`src/cce_cache_defines.svh`:
```
// power-of-two sets and words, at least 2 ways; the window is one line index plus a line offset
`ifndef CCE_CACHE_DEFINES_SVH
`define CCE_CACHE_DEFINES_SVH

`define DWORD_WIDTH 64
`define BLOCK_WORDS 4
`define BLOCK_WIDTH (`DWORD_WIDTH * `BLOCK_WORDS)
`define PADDR_WIDTH 32

`define CACHE_SETS 16
`define CACHE_WAYS 2
`define CACHE_ADDR_WIDTH 10

`define META_DEPTH 4

// derived index widths
`define SET_IDX_WIDTH $clog2(`CACHE_SETS)
`define WAY_IDX_WIDTH $clog2(`CACHE_WAYS)
`define LINE_IDX_WIDTH ($clog2(`CACHE_SETS) + $clog2(`CACHE_WAYS))
`define LINE_OFF_WIDTH $clog2(`BLOCK_WIDTH / 8)
`define WORD_OFF_WIDTH $clog2(`DWORD_WIDTH / 8)

`endif

```
`src/cce_cache_pkg.sv`:
```
// cache_addr_u views have equal widths only while the window matches the defines
`include "cce_cache_defines.svh"

package cce_cache_pkg;

  typedef enum logic [2:0] {
    e_mem_rd    = 3'd0,
    e_mem_wr    = 3'd1,
    e_mem_uc_rd = 3'd2,
    e_mem_uc_wr = 3'd3,
    e_mem_wb    = 3'd4
  } mem_msg_e;

  // log2 of the byte count
  typedef enum logic [2:0] {
    e_size_1  = 3'd0,
    e_size_2  = 3'd1,
    e_size_4  = 3'd2,
    e_size_8  = 3'd3,
    e_size_16 = 3'd4,
    e_size_32 = 3'd5
  } mem_size_e;

  typedef enum logic [3:0] {
    e_op_tagst,
    e_op_lb,
    e_op_lh,
    e_op_lw,
    e_op_lm,
    e_op_sb,
    e_op_sh,
    e_op_sw,
    e_op_sm
  } cache_op_e;

  // byte view for loads and stores, way/set view for tag-store packets
  typedef union packed {
    struct packed {
      logic [`LINE_IDX_WIDTH-1:0] line;
      logic [`LINE_OFF_WIDTH-1:0] offset;
    } byte_addr;
    struct packed {
      logic [`WAY_IDX_WIDTH-1:0]  way;
      logic [`SET_IDX_WIDTH-1:0]  set;
      logic [`LINE_OFF_WIDTH-1:0] unused;
    } tag_addr;
  } cache_addr_u;

endpackage

```
`src/cce_to_cache_adapter.sv`:
```
// command inputs must stay stable until mem_cmd_yumi_o; rd and wb always move a whole block
`timescale 1ns/100ps
`include "cce_cache_defines.svh"

module cce_to_cache_adapter (
  input  logic                         clk_i,
  input  logic                         reset_i,
  input  cce_cache_pkg::mem_msg_e      mem_cmd_type_i,
  input  cce_cache_pkg::mem_size_e     mem_cmd_size_i,
  input  logic [`PADDR_WIDTH-1:0]      mem_cmd_addr_i,
  input  logic [`BLOCK_WIDTH-1:0]      mem_cmd_data_i,
  input  logic                         mem_cmd_v_i,
  output logic                         mem_cmd_yumi_o,
  output cce_cache_pkg::mem_msg_e      mem_resp_type_o,
  output cce_cache_pkg::mem_size_e     mem_resp_size_o,
  output logic [`PADDR_WIDTH-1:0]      mem_resp_addr_o,
  output logic [`BLOCK_WIDTH-1:0]      mem_resp_data_o,
  output logic                         mem_resp_v_o,
  input  logic                         mem_resp_ready_i,
  output cce_cache_pkg::cache_op_e     pkt_op_o,
  output cce_cache_pkg::cache_addr_u   pkt_addr_o,
  output logic [`DWORD_WIDTH-1:0]      pkt_data_o,
  output logic                         pkt_v_o,
  input  logic                         pkt_ready_i,
  input  logic [`DWORD_WIDTH-1:0]      rsp_data_i,
  input  logic                         rsp_v_i,
  output logic                         rsp_yumi_o
);

  localparam int cnt_w     = $clog2(`BLOCK_WORDS);
  localparam int lines     = `CACHE_SETS * `CACHE_WAYS;
  localparam int tag_cnt_w = $clog2(lines + 1);
  localparam int msg_w     = $bits(cce_cache_pkg::mem_msg_e);
  localparam int size_w    = $bits(cce_cache_pkg::mem_size_e);
  localparam int hdr_w     = msg_w + size_w + `PADDR_WIDTH;

  localparam logic [1:0] cmd_reset = 2'd0;
  localparam logic [1:0] cmd_clear = 2'd1;
  localparam logic [1:0] cmd_ready = 2'd2;
  localparam logic [1:0] cmd_send  = 2'd3;

  localparam logic [1:0] resp_reset   = 2'd0;
  localparam logic [1:0] resp_ready   = 2'd1;
  localparam logic [1:0] resp_receive = 2'd2;
  localparam logic [1:0] resp_send    = 2'd3;

  // index of the last word a command moves
  function automatic logic [cnt_w-1:0] last_word(cce_cache_pkg::mem_msg_e t,
                                                 cce_cache_pkg::mem_size_e s);
    logic [cnt_w-1:0] n;
    if (t == cce_cache_pkg::e_mem_rd || t == cce_cache_pkg::e_mem_wb) begin
      n = cnt_w'(`BLOCK_WORDS - 1);
    end else begin
      case (s)
        cce_cache_pkg::e_size_16: n = cnt_w'(1);
        cce_cache_pkg::e_size_32: n = cnt_w'(`BLOCK_WORDS - 1);
        default:                  n = '0;
      endcase
    end
    return n;
  endfunction

  function automatic cce_cache_pkg::cache_op_e cache_op(cce_cache_pkg::mem_msg_e t,
                                                        cce_cache_pkg::mem_size_e s);
    logic st;
    cce_cache_pkg::cache_op_e op;
    st = (t == cce_cache_pkg::e_mem_uc_wr) || (t == cce_cache_pkg::e_mem_wb);
    case (s)
      cce_cache_pkg::e_size_1: op = st ? cce_cache_pkg::e_op_sb : cce_cache_pkg::e_op_lb;
      cce_cache_pkg::e_size_2: op = st ? cce_cache_pkg::e_op_sh : cce_cache_pkg::e_op_lh;
      cce_cache_pkg::e_size_4: op = st ? cce_cache_pkg::e_op_sw : cce_cache_pkg::e_op_lw;
      default:                 op = st ? cce_cache_pkg::e_op_sm : cce_cache_pkg::e_op_lm;
    endcase
    return op;
  endfunction

  logic [1:0] cmd_state_r, cmd_state_n, resp_state_r, resp_state_n;
  logic [tag_cnt_w-1:0] tag_sent_r, tag_sent_n, tag_rcvd_r, tag_rcvd_n;
  logic [cnt_w-1:0] cmd_cnt_r, cmd_cnt_n, cmd_last_r, cmd_last_n;
  logic [cnt_w-1:0] resp_cnt_r, resp_cnt_n, resp_last_r, resp_last_n;
  logic [`BLOCK_WORDS-1:0][`DWORD_WIDTH-1:0] cmd_words, resp_block_r;
  logic [`CACHE_ADDR_WIDTH-1:0] word_off;
  logic fifo_v_li, fifo_ready_lo, fifo_v_lo, fifo_yumi_li;
  logic [hdr_w-1:0] hdr_lo;

  assign cmd_words = mem_cmd_data_i;
  assign word_off  = {{(`CACHE_ADDR_WIDTH - cnt_w - `WORD_OFF_WIDTH){1'b0}}, cmd_cnt_r,
                      {`WORD_OFF_WIDTH{1'b0}}};

  cmd_meta_fifo #(
    .width_p(hdr_w),
    .depth_p(`META_DEPTH)
  ) meta_fifo (
    .clk_i  (clk_i),
    .reset_i(reset_i),
    .v_i    (fifo_v_li),
    .data_i ({mem_cmd_type_i, mem_cmd_size_i, mem_cmd_addr_i}),
    .ready_o(fifo_ready_lo),
    .v_o    (fifo_v_lo),
    .data_o (hdr_lo),
    .yumi_i (fifo_yumi_li)
  );

  // header stays at the queue head until its response is taken
  assign mem_resp_type_o = cce_cache_pkg::mem_msg_e'(hdr_lo[hdr_w-1 -: msg_w]);
  assign mem_resp_size_o = cce_cache_pkg::mem_size_e'(hdr_lo[`PADDR_WIDTH +: size_w]);
  assign mem_resp_addr_o = hdr_lo[`PADDR_WIDTH-1:0];
  assign mem_resp_data_o = resp_block_r;

  always_ff @(posedge clk_i) begin
    if (reset_i) begin
      cmd_state_r  <= cmd_reset;
      tag_sent_r   <= '0;
      tag_rcvd_r   <= '0;
      cmd_cnt_r    <= '0;
      cmd_last_r   <= '0;
      resp_state_r <= resp_reset;
      resp_cnt_r   <= '0;
      resp_last_r  <= '0;
    end else begin
      cmd_state_r  <= cmd_state_n;
      tag_sent_r   <= tag_sent_n;
      tag_rcvd_r   <= tag_rcvd_n;
      cmd_cnt_r    <= cmd_cnt_n;
      cmd_last_r   <= cmd_last_n;
      resp_state_r <= resp_state_n;
      resp_cnt_r   <= resp_cnt_n;
      resp_last_r  <= resp_last_n;
    end
  end

  always_comb begin
    cmd_state_n    = cmd_state_r;
    tag_sent_n     = tag_sent_r;
    tag_rcvd_n     = tag_rcvd_r;
    cmd_cnt_n      = cmd_cnt_r;
    cmd_last_n     = cmd_last_r;
    pkt_v_o        = 1'b0;
    pkt_op_o       = cce_cache_pkg::e_op_tagst;
    pkt_addr_o     = '0;
    pkt_data_o     = '0;
    mem_cmd_yumi_o = 1'b0;
    fifo_v_li      = 1'b0;
    case (cmd_state_r)
      cmd_reset: cmd_state_n = cmd_clear;
      cmd_clear: begin
        pkt_v_o = (tag_sent_r != tag_cnt_w'(lines));
        pkt_addr_o.tag_addr.way = tag_sent_r[`SET_IDX_WIDTH +: `WAY_IDX_WIDTH];
        pkt_addr_o.tag_addr.set = tag_sent_r[`SET_IDX_WIDTH-1:0];
        if (pkt_v_o & pkt_ready_i) begin
          tag_sent_n = tag_sent_r + 1'b1;
        end
        if (rsp_v_i & rsp_yumi_o) begin
          tag_rcvd_n = tag_rcvd_r + 1'b1;
        end
        if (tag_sent_r == tag_cnt_w'(lines) && tag_rcvd_r == tag_cnt_w'(lines)) begin
          cmd_state_n = cmd_ready;
        end
      end
      cmd_ready: begin
        fifo_v_li = mem_cmd_v_i;
        if (mem_cmd_v_i & fifo_ready_lo) begin
          cmd_last_n  = last_word(mem_cmd_type_i, mem_cmd_size_i);
          cmd_state_n = cmd_send;
        end
      end
      default: begin
        pkt_v_o    = 1'b1;
        pkt_op_o   = cache_op(mem_cmd_type_i, mem_cmd_size_i);
        pkt_addr_o = mem_cmd_addr_i[`CACHE_ADDR_WIDTH-1:0] + word_off;
        pkt_data_o = cmd_words[cmd_cnt_r];
        if (pkt_ready_i) begin
          cmd_cnt_n = cmd_cnt_r + 1'b1;
          if (cmd_cnt_r == cmd_last_r) begin
            mem_cmd_yumi_o = 1'b1;
            cmd_cnt_n      = '0;
            cmd_state_n    = cmd_ready;
          end
        end
      end
    endcase
  end

  always_comb begin
    resp_state_n = resp_state_r;
    resp_cnt_n   = resp_cnt_r;
    resp_last_n  = resp_last_r;
    rsp_yumi_o   = 1'b0;
    mem_resp_v_o = 1'b0;
    fifo_yumi_li = 1'b0;
    case (resp_state_r)
      resp_reset: resp_state_n = resp_ready;
      resp_ready: begin
        if (fifo_v_lo) begin
          resp_last_n  = last_word(mem_resp_type_o, mem_resp_size_o);
          resp_state_n = resp_receive;
        end else begin
          // nothing queued, so drop the reply
          rsp_yumi_o = rsp_v_i;
        end
      end
      resp_receive: begin
        if (rsp_v_i) begin
          rsp_yumi_o = 1'b1;
          resp_cnt_n = resp_cnt_r + 1'b1;
          if (resp_cnt_r == resp_last_r) begin
            resp_cnt_n   = '0;
            resp_state_n = resp_send;
          end
        end
      end
      default: begin
        mem_resp_v_o = 1'b1;
        if (mem_resp_ready_i) begin
          fifo_yumi_li = 1'b1;
          resp_state_n = resp_ready;
        end
      end
    endcase
  end

  // unused words of a short response read as zero
  always_ff @(posedge clk_i) begin
    if (resp_state_r == resp_ready && fifo_v_lo) begin
      resp_block_r <= '0;
    end else if (resp_state_r == resp_receive && rsp_v_i) begin
      resp_block_r[resp_cnt_r] <= rsp_data_i;
    end
  end

endmodule

```
`src/cmd_meta_fifo.sv`:
```
// yumi_i must only be raised while v_o is high; depth_p of 2 or more
`timescale 1ns/100ps

module cmd_meta_fifo #(
  parameter int width_p = 8,
  parameter int depth_p = 4
) (
  input  logic               clk_i,
  input  logic               reset_i,
  input  logic               v_i,
  input  logic [width_p-1:0] data_i,
  output logic               ready_o,
  output logic               v_o,
  output logic [width_p-1:0] data_o,
  input  logic               yumi_i
);

  localparam int ptr_w = $clog2(depth_p);

  logic [width_p-1:0] mem_r [depth_p];
  logic [ptr_w-1:0] rd_ptr_r, wr_ptr_r, rd_ptr_nxt, wr_ptr_nxt;
  logic full_r, empty_r;
  logic enq, deq;

  assign ready_o = ~full_r;
  assign v_o     = ~empty_r;
  assign data_o  = mem_r[rd_ptr_r];
  assign enq     = v_i & ~full_r;
  assign deq     = yumi_i;

  // pointers wrap at depth_p, which need not be a power of two
  assign rd_ptr_nxt = (rd_ptr_r == ptr_w'(depth_p - 1)) ? '0 : rd_ptr_r + 1'b1;
  assign wr_ptr_nxt = (wr_ptr_r == ptr_w'(depth_p - 1)) ? '0 : wr_ptr_r + 1'b1;

  always_ff @(posedge clk_i) begin
    if (reset_i) begin
      rd_ptr_r <= '0;
      wr_ptr_r <= '0;
      full_r   <= 1'b0;
      empty_r  <= 1'b1;
    end else begin
      if (enq) begin
        wr_ptr_r <= wr_ptr_nxt;
      end
      if (deq) begin
        rd_ptr_r <= rd_ptr_nxt;
      end
      if (enq & ~deq) begin
        empty_r <= 1'b0;
        full_r  <= (wr_ptr_nxt == rd_ptr_r);
      end else if (deq & ~enq) begin
        full_r  <= 1'b0;
        empty_r <= (rd_ptr_nxt == wr_ptr_r);
      end
    end
  end

  always_ff @(posedge clk_i) begin
    if (enq) begin
      mem_r[wr_ptr_r] <= data_i;
    end
  end

endmodule

```
`config.mk`:
```
export PLATFORM = sky130hd
export DESIGN_NAME = cce_to_cache_adapter
export DESIGN_NICKNAME = d
export VERILOG_FILES = /design/src/cce_cache_pkg.sv /design/src/cce_to_cache_adapter.sv /design/src/cmd_meta_fifo.sv
export VERILOG_INCLUDE_DIRS = /design/src
export SDC_FILE = /design/constraint.sdc
export NUM_CORES = 1
export LEC_CHECK = 0
export BUFFER_PORTS_ARGS = -buffer_cell sky130_fd_sc_hd__buf_2
export CAP_MARGIN = 0
export CORE_AREA = 2 2 290 292
export CTS_CLUSTER_SIZE = 8
export DETAILED_ROUTE_END_ITERATION = 12
export DIE_AREA = 0 0 292 294
export GPL_TIMING_DRIVEN = 1
export PLACE_DENSITY = 0.4
export SYNTH_ARGS = -nofsm -noshare
export SYNTH_HDL_FRONTEND = slang
export SYNTH_SLANG_ARGS = --single-unit
```
`constraint.sdc`:
```
create_clock -name clk_i -period 3.85 [get_ports clk_i]
set_clock_uncertainty 0.05 [all_clocks]
set_input_delay 0.1925 -clock clk_i [delete_from_list [all_inputs] [get_ports clk_i]]
set_output_delay 0.1925 -clock clk_i [all_outputs]
set_load 0.02 [all_outputs]
```
==> impl_metrics.yaml <==
setup_path:
  critPathLaunchType: "register"
  reg2reg_slack_ns: 1.23
  path_class: "reg2out"
  end_kind: "primary output"
  worstPathArrival_ns: 3.16
  critPathMaxFanout: 38
  required_ns: 3.61
detailed_routing:
  num_vias: 16077
  drt-total-wl_mm: 78.52
  drt-vias-per-instance: 4.431
  drt_drc_violations_left: 0
  drt_first_pass_iters: 5
  ant_nets: 0
  wl_per_cell_um: 21.64
  drt-initial-drc-count: 641
cells_and_area:
  num-nets-final: 2906
  instances_no_fill: 3628
  fin_util_pct: 31.42
  area_delta_synth_final_pct: 43.23
  layout-drive-gt1-share_pct: 38.02
floorplan:
  num_rows: 106
  ios: 740
  initial_core_util_pct: 21.94
  die_area_um2: 85850
  core_region_area_um2: 82890
  fp.dieH_um: 294
  dieWidth_um: 292
global_routing:
  use_met3_pct: 6.737
  grt_pass1_wl_mm: 111.3
  grt.busiest_layer: "met2"
  antenna_found_initial: 21
  grt.total_usage_pct: 17.57
  grt_pass1_vias: 16446
  grtUsageMet1_pct: 20.34
  grt_max_degree: 90
  grt_overflow: 0
  use_met2_pct: 30.15
sta:
  period_needed_ns: 3.405
  final-hold-violation-count: 0
  grt_setup_unrepaired: "false"
  setup_violations: 0
  max_freq_ghz: 0.2937
  slew-limit-headroom_pct: 30.52
  min_period_over_period_pct: 88.43
  maxSlewViolCount: 0
  fin_tns_setup_ns: 0
  tightest_slew_ns: 1.042
logic_synthesis:
  synth-compound-area-share_pct: 8.311
  ys_warn_count: 0
  synthMuxAreaShare_pct: 13.06
  synth-xor-area-share_pct: 1.108
  syn_area_per_cell_um2: 10.67
  yosysSeqAreaShare_pct: 56.80
  synth-seq-cells: 440
  synth_async_sr_flop_share_pct: 0
  synthTopCellsByArea: "dfxtp_1 (32%), edfxtp_1 (25%), mux4_2 (13%)"
  yosys_most_used_dff: "dfxtp_1"
  yosys.area_share.adder_pct: 1.486
  yosysUniqueCellTypes: 50
  synth-edff-count: 152
  synth_top_area_share_pct: 31.70
  synth_top_family_by_area: "simple AND/OR/NAND/NOR gates"
  synth-simple-area-share_pct: 15.93
  syn_nets: 2090
  synthCells: 1705
  syn_area_um2: 18190
  yosysTopAreaCell: "dfxtp_1"
clocking:
  postCtsResizedCells: 0
  clk_pin_slew_ns: 0.05
  clock_tree.htree_level_count: 3
  clockBufferDepth: 3
  cts_buffers: 66
  cts_tree: "built"
  root_buffer: "clkbuf_16"
  clock_latency_ns: 0.61
  clkSinkCount: 440
power:
  ir_worst_vdd_uv: 255.5
  leakagePower_uw: 0.01075
  powerDensity_nw_per_um2: 491.1
place:
  dp_hpwl_mm: 57.22
  dp.cells: 3427
  portBuffers: 739
  gp_congestion: 0.9086
run_status:
  status: "complete, no violations"
run:
  cap_viol_max_count: 0
min_path:
  hold_class: "in2reg"
## layer usage
layer | up-vias | share of wire (%)
met5 | - | 0.15
met4 | 20 | 2.2
met3 | 107 | 9.3
met2 | 617 | 49
met1 | 7816 | 40
li1 | 7517 | -
## cell type report
cell class                      count  area (µm²)
Antenna cell                        7       17.52
Clock inverter                      9       247.7
Sequential cell                   440       10340
Clock buffer                       79        1710
Timing Repair Buffer              867        5000
Multi-Input combinational cell   1128        7313
Fill cell                        8644       56840
Tap cell                         1080        1351
Inverter                           18       67.56
## sequential cells by signal, indices dropped and copies added, names as in the netlist, named ones only
signal / flops
meta_fifo.mem_r: 152
tag_sent_r: 6
resp_state_r: 2
resp_last_r: 2
cmd_cnt_r: 2
tag_rcvd_r: 6
meta_fifo.rd_ptr_r: 2
resp_cnt_r: 2
cmd_last_r: 2
mem_resp_data_o: 256
meta_fifo.empty_r: 1
meta_fifo.wr_ptr_r: 2
cmd_state_r: 2
meta_fifo.full_r: 1
## timing repair
action,4_1_cts,5_1_grt
setup buffers,0,0
endpoints found under the hold margin,417,0
hold buffers,106,0
## critical path, stage by stage, from the launching register on
cell,delay (ns)
dfxtp_1,0.80
nand2_2,0.68
buf_4,0.49
nor2b_1,0.32
buf_2,0.23
## where the power goes
| part | internal (µW) | total (µW) | leakage (µW) | switching (µW) |
|---|---|---|---|---|
| clock | 3240 | 5440 | 0.000929 | 2200 |
| combinational | 772 | 2000 | 0.00611 | 1230 |
| sequential | 5160 | 5350 | 0.00371 | 192 |
| total | 9170 | 12800 | 0.0107 | 3620 |
## synth_stat cells (2+ instances only)
cell      count
nor3_1        4
mux2i_1       4
and2_1        6
edfxtp_1    152
xnor2_1      16
xor2_1        7
a21oi_1     273
mux4_2      101
nand2_1     529
a211oi_1      8
nor2_1       34
buf_1        13
nor4b_1       2
ha_1         20
o21ai_0       2
inv_1        18
mux2_2        2
buf_2        48
nand4b_1      2
nand3_1      11
nor2b_1      69
dfxtp_1     288
nand2b_1      2
and3_1       11
clkbuf_1     54
buf_6         3
nor4_2        2
a31oi_1       2
## cell usage in the layout (no fill, tap or decap), types with 11 or more instances in the layout
cell,Yosys,routed
nor2b_1,69,68
inv_1,18,18
clkbuf_1,54,12
xnor2_1,16,16
edfxtp_1,152,152
dlygate4sd3_1,0,106
nor2_1,34,34
a21oi_1,273,273
buf_4,1,16
buf_2,48,739
nand2_1,529,524
dfxtp_1,288,284
mux4_2,101,101
ha_1,20,20
nand3_1,11,11
clkbuf_16,0,66
## final timing paths
check | start | endpoint | depth (start not counted)
max reg2reg | resp_state_r[0] | mem_resp_data_o[16] | 6
min reg2reg | mem_resp_data_o[55] | mem_resp_data_o[55] | 2
max | cmd_state_r[1] | pkt_data_o[15] | 4
min | reset_i | tag_sent_r[4] | 2
## stage by stage
stage	instance area, µm²	setup WS, ns	total power [µW]	hold slack, ns
floorplan	18190	1.542	6443	0.2414
global placement	23010	1.097	7348	0.3565
detailed placement	23010	1.097	7387	0.3589
CTS	26030	0.4198	12990	0.01591
global route	26040	0.1844	13340	0.05076
finish	26050	0.4455	12790	0.04939
## cells by family (layout without fill, tap and decap cells)
family / count (synthesis) / after routing
AO/OA/AOI/OAI: 292 / 292
AND/OR/NAND/NOR: 683 / 683
other: 0 / 7
buffers and inverters: 137 / 973
flip-flops: 440 / 440
adder cells (fa/ha/maj): 21 / 21
XOR/XNOR: 23 / 23
multiplexers: 109 / 109
Power figures use the tool's default switching activity.
